`config.mk`:
```
export PLATFORM = sky130hd
export DESIGN_NAME = leaf_i1o2
export DESIGN_NICKNAME = d
export VERILOG_FILES = /design/src/verilog/bft_pkg.sv /design/src/verilog/leaf_pkg.sv /design/src/verilog/leaf_i1o2.sv /design/src/verilog/leaf_rx.sv /design/src/verilog/leaf_tx.sv /design/src/verilog/sync_fifo.sv /design/src/verilog/user_kernel.sv
export SDC_FILE = /design/constraint.sdc
export NUM_CORES = 1
export LEC_CHECK = 0
export BUFFER_PORTS_ARGS = -buffer_cell sky130_fd_sc_hd__buf_2
export CAP_MARGIN = 20
export CORE_UTILIZATION = 56
export DETAILED_ROUTE_END_ITERATION = 8
export GPL_ROUTABILITY_DRIVEN = 0
export PLACE_DENSITY = 0.82
export SLEW_MARGIN = 20
export SYNTH_ARGS = -nofsm -noshare
export SYNTH_HDL_FRONTEND = slang
export SYNTH_SLANG_ARGS = --single-unit
export TNS_END_PERCENT = 5
```
`constraint.sdc`:
```
create_clock -name clk -period 4.8 [get_ports clk]
set_input_delay 0.96 -clock clk [delete_from_list [all_inputs] [get_ports clk]]
set_output_delay 0.96 -clock clk [all_outputs]
set_load 0.03 [all_outputs]
```
`src/verilog/bft_pkg.sv`:
```
package bft_pkg;

    localparam int PACKET_BITS   = 49;
    localparam int PAYLOAD_BITS  = 32;
    localparam int NUM_LEAF_BITS = 5;
    localparam int NUM_PORT_BITS = 4;
    localparam int NUM_ADDR_BITS = 7;

    // data packet as it travels through the tree.
    typedef struct packed {
        logic                     valid;
        logic [NUM_LEAF_BITS-1:0] dst_leaf;
        logic [NUM_PORT_BITS-1:0] dst_port;
        logic [NUM_ADDR_BITS-1:0] addr;
        logic [PAYLOAD_BITS-1:0]  payload;
    } data_pkt_t;

    // configuration packet, dst_port is always 0 and addr is unused.
    typedef struct packed {
        logic                     valid;
        logic [NUM_LEAF_BITS-1:0] dst_leaf;
        logic [NUM_PORT_BITS-1:0] dst_port;
        logic [NUM_ADDR_BITS-1:0] addr;
        logic [PAYLOAD_BITS-1:0]  cfg;
    } cfg_pkt_t;

    // one network word, read either way.
    typedef union packed {
        data_pkt_t data;
        cfg_pkt_t  cfg;
    } packet_t;

endpackage

```
`src/verilog/leaf_pkg.sv`:
```
package leaf_pkg;

    // port numbering on the leaf.
    localparam logic [bft_pkg::NUM_PORT_BITS-1:0] CFG_PORT  = 4'd0;
    localparam logic [bft_pkg::NUM_PORT_BITS-1:0] IN_PORT_1 = 4'd2;
    localparam int NUM_OUT_PORTS = 2;

    // destination of every output after reset.
    localparam logic [bft_pkg::NUM_LEAF_BITS-1:0] DEFAULT_LEAF = 5'd0;
    localparam logic [bft_pkg::NUM_PORT_BITS-1:0] DEFAULT_PORT = 4'd2;

    // field positions inside the 32-bit configuration word.
    localparam int CFG_PORT_LSB = 0;
    localparam int CFG_LEAF_LSB = CFG_PORT_LSB + bft_pkg::NUM_PORT_BITS;
    localparam int CFG_SEL_LSB  = CFG_LEAF_LSB + bft_pkg::NUM_LEAF_BITS;
    localparam int CFG_SEL_BITS = 4;

endpackage

```
`src/verilog/leaf_i1o2.sv`:
```
`timescale 1ns/10ps
module leaf_i1o2 #(
    parameter int LEAF_ID    = 5,
    parameter int FIFO_DEPTH = 8,
    parameter int GROUP_SIZE = 4
) (
    input  logic                             clk,
    input  logic                             rst_n,
    input  logic [bft_pkg::PACKET_BITS-1:0]  din_leaf_bft2interface,
    output logic [bft_pkg::PACKET_BITS-1:0]  dout_leaf_interface2bft,
    input  logic                             resend
);

    logic [31:0] dout_leaf_interface2user_1;
    logic        vld_interface2user_1;
    logic        ack_user2interface_1;

    logic [31:0] din_leaf_user2interface_1;
    logic [31:0] din_leaf_user2interface_2;
    logic        vld_user2interface_1;
    logic        vld_user2interface_2;
    logic        ack_interface2user_1;
    logic        ack_interface2user_2;

    logic [leaf_pkg::NUM_OUT_PORTS-1:0][bft_pkg::NUM_LEAF_BITS-1:0] out_dst_leaf;
    logic [leaf_pkg::NUM_OUT_PORTS-1:0][bft_pkg::NUM_PORT_BITS-1:0] out_dst_port;

    leaf_rx #(
        .LEAF_ID    (LEAF_ID),
        .FIFO_DEPTH (FIFO_DEPTH)
    ) leaf_rx_inst (
        .clk                        (clk),
        .rst_n                      (rst_n),
        .din_leaf_bft2interface     (din_leaf_bft2interface),
        .dout_leaf_interface2user_1 (dout_leaf_interface2user_1),
        .vld_interface2user_1       (vld_interface2user_1),
        .ack_user2interface_1       (ack_user2interface_1),
        .out_dst_leaf               (out_dst_leaf),
        .out_dst_port               (out_dst_port)
    );

    user_kernel #(
        .GROUP_SIZE (GROUP_SIZE)
    ) user_kernel_inst (
        .clk                        (clk),
        .rst_n                      (rst_n),
        .dout_leaf_interface2user_1 (dout_leaf_interface2user_1),
        .vld_interface2user_1       (vld_interface2user_1),
        .ack_user2interface_1       (ack_user2interface_1),
        .din_leaf_user2interface_1  (din_leaf_user2interface_1),
        .din_leaf_user2interface_2  (din_leaf_user2interface_2),
        .vld_user2interface_1       (vld_user2interface_1),
        .vld_user2interface_2       (vld_user2interface_2),
        .ack_interface2user_1       (ack_interface2user_1),
        .ack_interface2user_2       (ack_interface2user_2)
    );

    leaf_tx #(
        .FIFO_DEPTH (FIFO_DEPTH)
    ) leaf_tx_inst (
        .clk                       (clk),
        .rst_n                     (rst_n),
        .resend                    (resend),
        .din_leaf_user2interface_1 (din_leaf_user2interface_1),
        .din_leaf_user2interface_2 (din_leaf_user2interface_2),
        .vld_user2interface_1      (vld_user2interface_1),
        .vld_user2interface_2      (vld_user2interface_2),
        .ack_interface2user_1      (ack_interface2user_1),
        .ack_interface2user_2      (ack_interface2user_2),
        .out_dst_leaf              (out_dst_leaf),
        .out_dst_port              (out_dst_port),
        .dout_leaf_interface2bft   (dout_leaf_interface2bft)
    );

endmodule

```
`src/verilog/leaf_rx.sv`:
```
`timescale 1ns/10ps
module leaf_rx #(
    parameter int LEAF_ID    = 5,
    parameter int FIFO_DEPTH = 8
) (
    input  logic                                 clk,
    input  logic                                 rst_n,
    input  bft_pkg::packet_t                     din_leaf_bft2interface,
    output logic [bft_pkg::PAYLOAD_BITS-1:0]     dout_leaf_interface2user_1,
    output logic                                 vld_interface2user_1,
    input  logic                                 ack_user2interface_1,
    output logic [leaf_pkg::NUM_OUT_PORTS-1:0][bft_pkg::NUM_LEAF_BITS-1:0] out_dst_leaf,
    output logic [leaf_pkg::NUM_OUT_PORTS-1:0][bft_pkg::NUM_PORT_BITS-1:0] out_dst_port
);

    logic                                for_me;
    logic                                is_cfg;
    logic                                is_data;
    logic [leaf_pkg::CFG_SEL_BITS-1:0]   cfg_sel;
    logic [bft_pkg::NUM_LEAF_BITS-1:0]   cfg_leaf;
    logic [bft_pkg::NUM_PORT_BITS-1:0]   cfg_port;
    logic                                q_full;
    logic                                q_empty;

    assign for_me = din_leaf_bft2interface.data.valid &&
                    (din_leaf_bft2interface.data.dst_leaf ==
                     LEAF_ID[bft_pkg::NUM_LEAF_BITS-1:0]);

    // the same word is looked at as configuration and as data.
    assign is_cfg  = for_me && (din_leaf_bft2interface.cfg.dst_port == leaf_pkg::CFG_PORT);
    assign is_data = for_me && (din_leaf_bft2interface.data.dst_port == leaf_pkg::IN_PORT_1);

    assign cfg_sel  = din_leaf_bft2interface.cfg.cfg[leaf_pkg::CFG_SEL_LSB +:
                                                     leaf_pkg::CFG_SEL_BITS];
    assign cfg_leaf = din_leaf_bft2interface.cfg.cfg[leaf_pkg::CFG_LEAF_LSB +:
                                                     bft_pkg::NUM_LEAF_BITS];
    assign cfg_port = din_leaf_bft2interface.cfg.cfg[leaf_pkg::CFG_PORT_LSB +:
                                                     bft_pkg::NUM_PORT_BITS];

    // destination table, one entry per output.
    always_ff @(posedge clk) begin
        if (!rst_n) begin
            for (int i = 0; i < leaf_pkg::NUM_OUT_PORTS; i++) begin
                out_dst_leaf[i] <= leaf_pkg::DEFAULT_LEAF;
                out_dst_port[i] <= leaf_pkg::DEFAULT_PORT;
            end
        end else if (is_cfg) begin
            for (int i = 0; i < leaf_pkg::NUM_OUT_PORTS; i++) begin
                if (int'(cfg_sel) == i) begin
                    out_dst_leaf[i] <= cfg_leaf;
                    out_dst_port[i] <= cfg_port;
                end
            end
        end
    end

    // data words that find the queue full are lost.
    sync_fifo #(
        .WIDTH (bft_pkg::PAYLOAD_BITS),
        .DEPTH (FIFO_DEPTH)
    ) in_q_inst (
        .clk     (clk),
        .rst_n   (rst_n),
        .wr_en   (is_data && !q_full),
        .wr_data (din_leaf_bft2interface.data.payload),
        .full    (q_full),
        .rd_en   (ack_user2interface_1),
        .rd_data (dout_leaf_interface2user_1),
        .empty   (q_empty)
    );

    assign vld_interface2user_1 = !q_empty;

    a_cfg_sel_range: assert property (@(posedge clk) disable iff (!rst_n)
        is_cfg |-> (int'(cfg_sel) < leaf_pkg::NUM_OUT_PORTS));

endmodule

```
`src/verilog/leaf_tx.sv`:
```
`timescale 1ns/10ps
module leaf_tx #(
    parameter int FIFO_DEPTH = 8
) (
    input  logic                                clk,
    input  logic                                rst_n,
    input  logic                                resend,
    input  logic [bft_pkg::PAYLOAD_BITS-1:0]    din_leaf_user2interface_1,
    input  logic [bft_pkg::PAYLOAD_BITS-1:0]    din_leaf_user2interface_2,
    input  logic                                vld_user2interface_1,
    input  logic                                vld_user2interface_2,
    output logic                                ack_interface2user_1,
    output logic                                ack_interface2user_2,
    input  logic [leaf_pkg::NUM_OUT_PORTS-1:0][bft_pkg::NUM_LEAF_BITS-1:0] out_dst_leaf,
    input  logic [leaf_pkg::NUM_OUT_PORTS-1:0][bft_pkg::NUM_PORT_BITS-1:0] out_dst_port,
    output bft_pkg::packet_t                    dout_leaf_interface2bft
);

    logic [1:0][bft_pkg::PAYLOAD_BITS-1:0]  q_wdata;
    logic [1:0][bft_pkg::PAYLOAD_BITS-1:0]  q_rdata;
    logic [1:0][bft_pkg::NUM_ADDR_BITS-1:0] addr_cnt;
    logic [1:0]                             vld_in;
    logic [1:0]                             q_wr;
    logic [1:0]                             q_rd;
    logic [1:0]                             q_full;
    logic [1:0]                             q_empty;
    logic                                   last_sel;
    logic                                   sel;
    logic                                   send;
    bft_pkg::packet_t                       pkt_next;
    bft_pkg::packet_t                       pkt_q;

    assign q_wdata = {din_leaf_user2interface_2, din_leaf_user2interface_1};
    assign vld_in  = {vld_user2interface_2, vld_user2interface_1};
    assign q_wr    = vld_in & ~q_full;

    assign ack_interface2user_1 = !q_full[0];
    assign ack_interface2user_2 = !q_full[1];

    for (genvar g = 0; g < 2; g++) begin : g_out_q
        sync_fifo #(
            .WIDTH (bft_pkg::PAYLOAD_BITS),
            .DEPTH (FIFO_DEPTH)
        ) out_q_inst (
            .clk     (clk),
            .rst_n   (rst_n),
            .wr_en   (q_wr[g]),
            .wr_data (q_wdata[g]),
            .full    (q_full[g]),
            .rd_en   (q_rd[g]),
            .rd_data (q_rdata[g]),
            .empty   (q_empty[g])
        );
    end

    // round robin, the queue not served last wins a tie.
    always_comb begin
        if (!q_empty[0] && !q_empty[1]) begin
            sel = !last_sel;
        end else begin
            sel = q_empty[0];
        end
        send = !resend && (q_empty != 2'b11);
        q_rd = '0;
        if (send) begin
            q_rd[sel] = 1'b1;
        end
        pkt_next.data.valid    = 1'b1;
        pkt_next.data.dst_leaf = out_dst_leaf[sel];
        pkt_next.data.dst_port = out_dst_port[sel];
        pkt_next.data.addr     = addr_cnt[sel];
        pkt_next.data.payload  = q_rdata[sel];
    end

    // while resend is high the packet register keeps an unseen packet.
    always_ff @(posedge clk) begin
        if (!rst_n) begin
            pkt_q    <= '0;
            last_sel <= 1'b1;
            addr_cnt <= '0;
        end else if (!resend) begin
            pkt_q <= send ? pkt_next : '0;
            if (send) begin
                last_sel      <= sel;
                addr_cnt[sel] <= addr_cnt[sel] + 1'b1;
            end
        end
    end

    assign dout_leaf_interface2bft = resend ? '0 : pkt_q;

    // a queue that is not read keeps its head word.
    a_hold_on_resend: assert property (@(posedge clk) disable iff (!rst_n)
        resend |=> $stable(pkt_q) &&
                   ($past(q_empty[0]) || $stable(q_rdata[0])) &&
                   ($past(q_empty[1]) || $stable(q_rdata[1])));

endmodule

```
`src/verilog/sync_fifo.sv`:
```
`timescale 1ns/10ps
module sync_fifo #(
    parameter int WIDTH = 32,
    parameter int DEPTH = 8
) (
    input  logic             clk,
    input  logic             rst_n,
    input  logic             wr_en,
    input  logic [WIDTH-1:0] wr_data,
    output logic             full,
    input  logic             rd_en,
    output logic [WIDTH-1:0] rd_data,
    output logic             empty
);

    localparam int PTR_BITS   = (DEPTH > 1) ? $clog2(DEPTH) : 1;
    localparam int COUNT_BITS = $clog2(DEPTH + 1);

    logic [WIDTH-1:0]      mem [DEPTH];
    logic [PTR_BITS-1:0]   wr_ptr;
    logic [PTR_BITS-1:0]   rd_ptr;
    logic [COUNT_BITS-1:0] count;

    // pointers wrap at DEPTH, which need not be a power of two.
    function automatic logic [PTR_BITS-1:0] ptr_inc(input logic [PTR_BITS-1:0] p);
        return (p == PTR_BITS'(DEPTH - 1)) ? '0 : p + 1'b1;
    endfunction

    always_ff @(posedge clk) begin
        if (wr_en) begin
            mem[wr_ptr] <= wr_data;
        end
    end

    always_ff @(posedge clk) begin
        if (!rst_n) begin
            wr_ptr <= '0;
            rd_ptr <= '0;
            count  <= '0;
        end else begin
            if (wr_en) begin
                wr_ptr <= ptr_inc(wr_ptr);
            end
            if (rd_en) begin
                rd_ptr <= ptr_inc(rd_ptr);
            end
            case ({wr_en, rd_en})
                2'b10:   count <= count + 1'b1;
                2'b01:   count <= count - 1'b1;
                default: count <= count;
            endcase
        end
    end

    assign rd_data = mem[rd_ptr];
    assign empty   = (count == '0);
    assign full    = (count == COUNT_BITS'(DEPTH));

    a_no_overflow: assert property (@(posedge clk) disable iff (!rst_n) !(wr_en && full));
    a_no_underflow: assert property (@(posedge clk) disable iff (!rst_n) !(rd_en && empty));

endmodule

```
`src/verilog/user_kernel.sv`:
```
`timescale 1ns/10ps
module user_kernel #(
    parameter int GROUP_SIZE = 4
) (
    input  logic        clk,
    input  logic        rst_n,
    input  logic [31:0] dout_leaf_interface2user_1,
    input  logic        vld_interface2user_1,
    output logic        ack_user2interface_1,
    output logic [31:0] din_leaf_user2interface_1,
    output logic [31:0] din_leaf_user2interface_2,
    output logic        vld_user2interface_1,
    output logic        vld_user2interface_2,
    input  logic        ack_interface2user_1,
    input  logic        ack_interface2user_2
);

    localparam int CNT_BITS = (GROUP_SIZE > 1) ? $clog2(GROUP_SIZE) : 1;

    logic [31:0]         acc;
    logic [CNT_BITS-1:0] grp_cnt;
    logic                take;
    logic                last_of_group;
    logic [31:0]         swapped;

    // take a word only if both result registers can accept it.
    assign take = vld_interface2user_1 &&
                  (!vld_user2interface_1 || ack_interface2user_1) &&
                  (!vld_user2interface_2 || ack_interface2user_2);
    assign ack_user2interface_1 = take;

    assign last_of_group = (grp_cnt == CNT_BITS'(GROUP_SIZE - 1));
    assign swapped = {dout_leaf_interface2user_1[7:0], dout_leaf_interface2user_1[15:8],
                      dout_leaf_interface2user_1[23:16], dout_leaf_interface2user_1[31:24]};

    always_ff @(posedge clk) begin
        if (take) begin
            din_leaf_user2interface_1 <= swapped;
        end
        if (take && last_of_group) begin
            din_leaf_user2interface_2 <= acc + dout_leaf_interface2user_1;
        end
    end

    always_ff @(posedge clk) begin
        if (!rst_n) begin
            vld_user2interface_1 <= 1'b0;
            vld_user2interface_2 <= 1'b0;
            acc                  <= '0;
            grp_cnt              <= '0;
        end else begin
            if (ack_interface2user_1) begin
                vld_user2interface_1 <= 1'b0;
            end
            if (ack_interface2user_2) begin
                vld_user2interface_2 <= 1'b0;
            end
            if (take) begin
                vld_user2interface_1 <= 1'b1;
                if (last_of_group) begin
                    vld_user2interface_2 <= 1'b1;
                    acc                  <= '0;
                    grp_cnt              <= '0;
                end else begin
                    acc     <= acc + dout_leaf_interface2user_1;
                    grp_cnt <= grp_cnt + 1'b1;
                end
            end
        end
    end

    // a result waits unchanged until the transmit side takes it.
    a_result_1_held: assert property (@(posedge clk) disable iff (!rst_n)
        vld_user2interface_1 && !ack_interface2user_1 |=>
            vld_user2interface_1 && $stable(din_leaf_user2interface_1));
    a_result_2_held: assert property (@(posedge clk) disable iff (!rst_n)
        vld_user2interface_2 && !ack_interface2user_2 |=>
            vld_user2interface_2 && $stable(din_leaf_user2interface_2));

endmodule
```
* Word level (Yosys, flattened, before mapping)
Memories as Yosys holds them, arrays and structs flattened. A register that Yosys moved wholly into a read port is not among the register bits.
Index checks and enable logic that the tools add are counted.
** Storage, ports and cells
- Register bits after elaboration :: 212
- Memories kept :: 3
- RAM bits :: 768
- Logic and storage cells :: 145
- Bits of input ports :: 52
- Output and inout port bits :: 49
** Memories
- leaf_rx_inst.in_q_inst.mem :: depth 8, width 32, rd ports 1, clocked after Yosys merged registers in 1, write ports 1, RTL line sync_fifo.sv:19 : logic [WIDTH-1:0] mem [DEPTH];
- leaf_tx_inst.g_out_q[0].out_q_inst.mem :: depth 8, width 32, rd ports 1, clocked after Yosys merged registers in 1, write ports 1, RTL line sync_fifo.sv:19
- leaf_tx_inst.g_out_q[1].out_q_inst.mem :: depth 8, width 32, rd ports 1, clocked after Yosys merged registers in 1, write ports 1, RTL line sync_fifo.sv:19
** Operators by class
- Equal/unequal tests :: 21
- Multiplexer cells :: 45
- Magnitude comparators :: 2
- Bitwise operators :: 3
- Add/subtract/negate cells :: 15
- Reductions and logical operators :: 33
** Operator list (number)
- $mux 49 :: 2
- $mux 32 :: 3
- $mux 3 :: 12
- $add 32x32->32 :: 1
- $pmux 4 s2 :: 3
- $mux 7 :: 3
- $logic_not 4->1 :: 5
- $add 3x1->3 const B :: 6
- $eq 3x3->1 const B :: 6
- $bwmux 14 :: 1
- $mux 1 :: 13
- $add 4x1->4 const B :: 3
- $eq 4x4->1 const B :: 3
- $sub 4x1->4 const B :: 3
- $logic_and 1x1->1 :: 10
- $logic_not 1->1 :: 10
- $mux 5 :: 2
- $eq 2x2->1 const B :: 4
- $eq 4x2->1 const B :: 2
- $mux 4 :: 2
- $add 7x1->7 const B :: 1
- $demux 7 s1 :: 1
- $eq 2x1->1 const B :: 3
- $reduce_and 2->1 :: 3
- 12 further kinds :: 17

* Depth between registers and ports, before layout
- Depth in word-level cells :: 11
- Depth in mapped cells :: 16
- Gate-level depth less buffers :: 14

* By module
From an unflattened synthesis, not the netlist that was laid out.
** Second synthesis, totals
- Cell total of the unflattened synthesis :: 2190
- Area, all modules :: 40203.6 um^2
** By module, submodules not included
- sync_fifo at leaf_tx_inst.g_out_q[0].out_q_inst ... :: instances 2, seq. area each 7947.6 um^2, area each 10445.0 um^2, cells an instance 446
- sync_fifo at leaf_rx_inst.in_q_inst :: instances 1, seq. area each 7947.6 um^2, area each 10443.8 um^2, cells an instance 443
- user_kernel :: instances 1, seq. area each 2642.5 um^2, area each 5079.9 um^2, cells an instance 442
- leaf_tx :: instances 1, seq. area each 1281.2 um^2, area each 3005.4 um^2, cells an instance 334
- leaf_rx :: instances 1, seq. area each 360.3 um^2, area each 784.5 um^2, cells an instance 79

* Worst setup path before layout
No wires, ideal clock.
- Kind :: input port to flip-flop
- Start point :: input port din_leaf_bft2interface[39] in the netlist's numbering
- End point :: memory leaf_rx_inst.in_q_inst.mem[2][0], enable pin
- Cell stages on the path :: 4
- Required time :: 4.332 ns
- Library setup time :: 0.468 ns
- Data arrival time :: 4.263 ns
- Buffers on the path :: 0
- Slack :: 0.069 ns
- Cell sequence :: nor4b_1 -> nand4b_1 -> or3_1 -> nor3b_1
** On the way
- Word-level cells in the longest chain between the ends :: 5
** Ends and longest elaborated chain
- start: declaration :: RTL line leaf_i1o2.sv:9 : input logic [bft_pkg::PACKET_BITS-1:0] din_leaf_bft2interface,
- $eq 4x2->1 :: RTL line leaf_rx.sv:31 : assign is_data = for_me && (din_leaf_bft2interface.data.dst_port == leaf_pkg::IN_PORT_1);
- $logic_and 1x1->1 :: RTL line leaf_rx.sv:31
- $logic_and 1x1->1 :: RTL line leaf_rx.sv:64 : .wr_en (is_data && !q_full),
- $mux 1 :: RTL line sync_fifo.sv:30 : if (wr_en) begin
- $mux 1 (not written as such) :: RTL line sync_fifo.sv:31 : mem[wr_ptr] <= wr_data;
- end: declaration :: RTL line sync_fifo.sv:19
No other way between the ends.

==> reports/summary.md <==
The run finished with clean final reports. The final max-slew violation count was 0. Minimum setup slack among reg-to-reg paths: 0.61 ns. The type of the setup path with the least slack is flop to flop. The logs give 2379 for the violation count after the first detailed-route iteration and 92 for the number of buffers inserted during clock tree synthesis. Destination of the worst register-to-register timing path: user_kernel_inst.acc[29]$_SDFFE_PN0P_. The dominant register cell in the synthesized netlist was sky130_fd_sc_hd__edfxtp_1. Relative to the synthesized area, the layout overhead comes to 12.2%. In the synthesized netlist, the cells that appear most often are 832 x sky130_fd_sc_hd__edfxtp_1, 192 x sky130_fd_sc_hd__mux4_2, 157 x sky130_fd_sc_hd__dfxtp_1, 131 x sky130_fd_sc_hd__nor2b_1, 95 x sky130_fd_sc_hd__nand2_1. In this run the clock root is driven by a sky130_fd_sc_hd__clkbuf_16. The vertical die dimension is 267 microns, and the share of the clock period used by the worst path is 87.2%. For the total half-perimeter wirelength after legalization and detailed placement, the log shows 51.1 mm. Yosys instantiated no cell more often than sky130_fd_sc_hd__edfxtp_1. The worst setup path is captured at a flop. The number of placed instances, taps included, is 3158. The tools report the arrival time at the worst endpoint as 4.73 ns.

The post-detailed-route via-to-cell ratio is 6.27, and the netlist area before placement is 39200 sq um. Total nets after synthesis: 2306. IR analysis of the VDD net gives a maximum drop of 0.000320 V. The tools report the clock network latency to the later pin of the worst-skew pair as 0.66 ns. For this design, the sink count on the clock tree is 989.

In the final routing, the length of wire on met1 measures 33.3 mm. The highest net fanout along the worst path came out at 22. Detailed routing inserted a total of 20900 vias. The first detailed-routing pass took 6 iterations. In this run the remaining antenna-violating nets after routing total 0.

The async set-or-reset flop fraction in the synthesized netlist was 0%; the minimum hold slack was 0.480 ns. Across the run, the number of max-cap violations was 0. In this run, synthesis produced a sequential element count of 989. After detailed routing, the total wire length is 88.8 mm. Leaving out filler cells and counting taps, the final layout contains 3331. In the detailed route, the total length drawn on met3 is 7.66 mm.

The area fraction of the dominant cell type after synthesis is 63.7%. The via count of the first global-routing pass was 21400; the overall routing resource usage was 25.5%. The required time reported for the critical path endpoint is 5.34 ns, and the global-route wire length before repair is 132 mm.

Setup repair after global routing left no endpoint under its margin. Post-synthesis instance total: 2196. The synthesized design spends more area on one cell type than any other, namely sky130_fd_sc_hd__edfxtp_1. The initial core utilization came out at 56.9%. The count of antenna diodes in the layout is 0. The die is 267 microns wide.

For the pin with the worst max-slew slack, the measured transition is 1.08 ns. Buffers placed on the I/O ports in this run total 93. Summed over all layers, the global routing overflow is 0. In this run the core area contains 96 standard-cell rows. Buffers inserted to repair hold after CTS numbered 0. The worst hold path belongs to the class flop to flop. After clock tree synthesis, the repair step resized 0 gates. Detailed routing placed a total of 44.1 mm of wire on met2.

The tools report the initial antenna violation count as 8. Synthesis instantiated 68 different standard cells from the library. The number of nets in the layout is 2432. Measured in cells, the most critical reg-to-reg path has a length of 13.

For hold timing, the worst endpoint is user_kernel_inst.acc[3]$_SDFFE_PN0P_. After routing the design area is 44000 sq um. During synthesis, Yosys emitted a total of 0 warnings.

The share of post-route cells with drive strength above 1 is 22.8%. Power density of the placed cells: 461 nW/um^2. Once placement finished, the instance area stood at 41000 sq um. For the share of synthesized area occupied by flip-flops and latches, the log shows 71.7%. The worst hold path was traced through 2 stages. The average instance area after synthesis works out to 17.9 sq um. Timing would allow up to 239 MHz. The final number of setup-violating endpoints came out at 0. The hold path startpoint was user_kernel_inst.acc[3]$_SDFFE_PN0P_. Buffers added to address setup during post-CTS repair amount to 0. The number of top-level design ports was 101; the layout filler cell count was 4526. The final setup TNS was 0 ns; the number of buffers on the longest clock path was 3. The run gives 0 as the count of unresolved DRC violations after routing. The max-slew headroom at the worst pin came out at 27.7%.

Yosys attributes the largest share of cell area to sky130_fd_sc_hd__edfxtp_1 64%, sky130_fd_sc_hd__mux4_2 11%, sky130_fd_sc_hd__dfxtp_1 8.0%. The number of synthesized flops with an enable pin was 832; the leakage power total was 14.2 nW. The minimum period implied by the final worst setup slack is 4.19 ns, and the clock edge transition at the registers on the reported setup and hold paths is 0.06 ns.

TritonCTS built the clock tree. The die covers 71100 sq um. The mean routed wirelength per cell works out to 26.6 microns. Entering global routing, the biggest net connects 126 pins. In this run the number of H-tree levels came out at 3. The run gives 0 as the number of hold-slack violations in the final timing report. The highest metal layer with signal wires is met5. At the end of the flow the core is filled with cells to 63.9%.

The type of origin of the critical path is a flop. The placeable core region was 68900 sq um; the worst setup skew after layout was 0.0339 ns.
## cells by family after synthesis
logic type      count (synthesis)  synth area share (%)
compound gates                288                  4.75
simple gates                  375                  5.21
mux                           309                  14.1
flops                         989                  71.7
buf+inv                       132                  1.35
xor+xnor                       45                  1.00
fa+ha+maj                      58                  1.93
## how the worst max path moves through the flow
| stage | end | slack [ns] | depth (start not counted) |
|---|---|---|---|
| 3_5_place_dp | user_kernel_inst.acc[29]$_SDFFE_PN0P_ | 0.58 | 14 |
| 6_report | user_kernel_inst.acc[29]$_SDFFE_PN0P_ | 0.61 | 13 |
| 2_1_floorplan | leaf_rx_inst.in_q_inst.mem[2][0]$_DFFE_PP_ | 0.07 | 4 |
| 4_1_cts | user_kernel_inst.acc[29]$_SDFFE_PN0P_ | 0.56 | 13 |
| 5_1_grt | user_kernel_inst.din_leaf_user2interface_2[28]$_DFFE_PP_ | 0.35 | 13 |
| 3_3_place_gp | user_kernel_inst.acc[29]$_SDFFE_PN0P_ | 0.66 | 14 |
## area by class of cell
class                   count  area (sq um)  share of cell area [%]
clock inverters            43           487                    1.11
repair buffers            140           868                    1.97
flip-flops and latches    989         28100                    63.9
clock buffers             129          2540                    5.78
multi-input cells        1075         10700                    24.4
inverters                  24          90.1                   0.205
well taps                 931          1160                    2.65
## report_power, final
part | internal, W | switching (W) | total (W)
logic | 0.00109 | 0.00169 | 0.00278
clock network | 0.00425 | 0.00309 | 0.00734
registers | 0.00979 | 0.000375 | 0.0102
total | 0.0151 | 0.00516 | 0.0203
## critical path, stage by stage (launching register included)
cell and delay (ns):
sky130_fd_sc_hd__dfxtp_4 0.64, sky130_fd_sc_hd__buf_4 0.33, sky130_fd_sc_hd__mux4_2 0.54, sky130_fd_sc_hd__mux2_2 0.32, sky130_fd_sc_hd__ha_1 0.39, sky130_fd_sc_hd__a21oi_1 0.23, sky130_fd_sc_hd__o21ai_1 0.14, sky130_fd_sc_hd__o211a_1 0.26
sky130_fd_sc_hd__o211a_1 0.21, sky130_fd_sc_hd__a221o_1 0.35, sky130_fd_sc_hd__a21oi_2 0.18, sky130_fd_sc_hd__o21ai_1 0.11, sky130_fd_sc_hd__xor2_1 0.16, sky130_fd_sc_hd__a22o_1 0.21
## state kept, by name, summed over array words and instances, names as in the netlist, named ones only
register and count:
leaf_rx_inst.out_dst_leaf 10, leaf_rx_inst.in_q_inst.rd_ptr 3, user_kernel_inst.vld_user2interface_2 1, leaf_tx_inst.last_sel 1, leaf_tx_inst.g_out_q.out_q_inst.rd_ptr 6, leaf_tx_inst.pkt_q 49
user_kernel_inst.acc 32, user_kernel_inst.vld_user2interface_1 1, user_kernel_inst.grp_cnt 2, leaf_rx_inst.in_q_inst.count 4, leaf_rx_inst.out_dst_port 8, leaf_tx_inst.g_out_q.out_q_inst.wr_ptr 6
leaf_tx_inst.g_out_q.out_q_inst.mem 512, leaf_tx_inst.addr_cnt 14, user_kernel_inst.din_leaf_user2interface_2 32, user_kernel_inst.din_leaf_user2interface_1 32, leaf_rx_inst.in_q_inst.wr_ptr 3, leaf_rx_inst.in_q_inst.mem 256
leaf_tx_inst.g_out_q.out_q_inst.count 8
## layer usage
metal | track usage (%) | vias up
li1 | - | 8937
met1 | 32.9 | 10600
met2 | 42.5 | 1070
met3 | 5.20 | 226
met4 | 10.3 | 12
met5 | 0 | -
## through the flow
stage	power [W]	setup WS [ns]
after floorplan	0.0121	0.0687
final	0.0203	0.614
after CTS	0.0203	0.564
after global placement	0.0129	0.662
after global routing	0.0209	0.352
after detailed placement	0.0130	0.581
## placed cells by master (no fill, tap or decap), types with 9 or more instances in the layout
cell,count
sky130_fd_sc_hd__nor2_1,21
sky130_fd_sc_hd__nor3_1,15
sky130_fd_sc_hd__dfxtp_1,149
sky130_fd_sc_hd__a22o_1,16
sky130_fd_sc_hd__mux2i_1,86
sky130_fd_sc_hd__o21ai_0,37
sky130_fd_sc_hd__clkbuf_1,29
sky130_fd_sc_hd__inv_1,21
sky130_fd_sc_hd__edfxtp_1,832
sky130_fd_sc_hd__a21oi_1,87
sky130_fd_sc_hd__o22ai_1,32
sky130_fd_sc_hd__nor2b_1,131
sky130_fd_sc_hd__buf_4,46
sky130_fd_sc_hd__and2_1,33
sky130_fd_sc_hd__mux4_2,192
sky130_fd_sc_hd__xor2_1,15
sky130_fd_sc_hd__clkinv_1,12
sky130_fd_sc_hd__mux2_2,31
sky130_fd_sc_hd__clkbuf_16,94
sky130_fd_sc_hd__bufinv_16,10
sky130_fd_sc_hd__nand2_1,95
sky130_fd_sc_hd__ha_1,54
sky130_fd_sc_hd__nor3_2,9
sky130_fd_sc_hd__buf_2,91
sky130_fd_sc_hd__xnor2_1,30
sky130_fd_sc_hd__clkinv_2,15
sky130_fd_sc_hd__nand3_1,11
sky130_fd_sc_hd__a21boi_0,14
sky130_fd_sc_hd__a21o_1,20
sky130_fd_sc_hd__a22oi_1,20
Note: power is estimated with default switching activity, not from simulation.
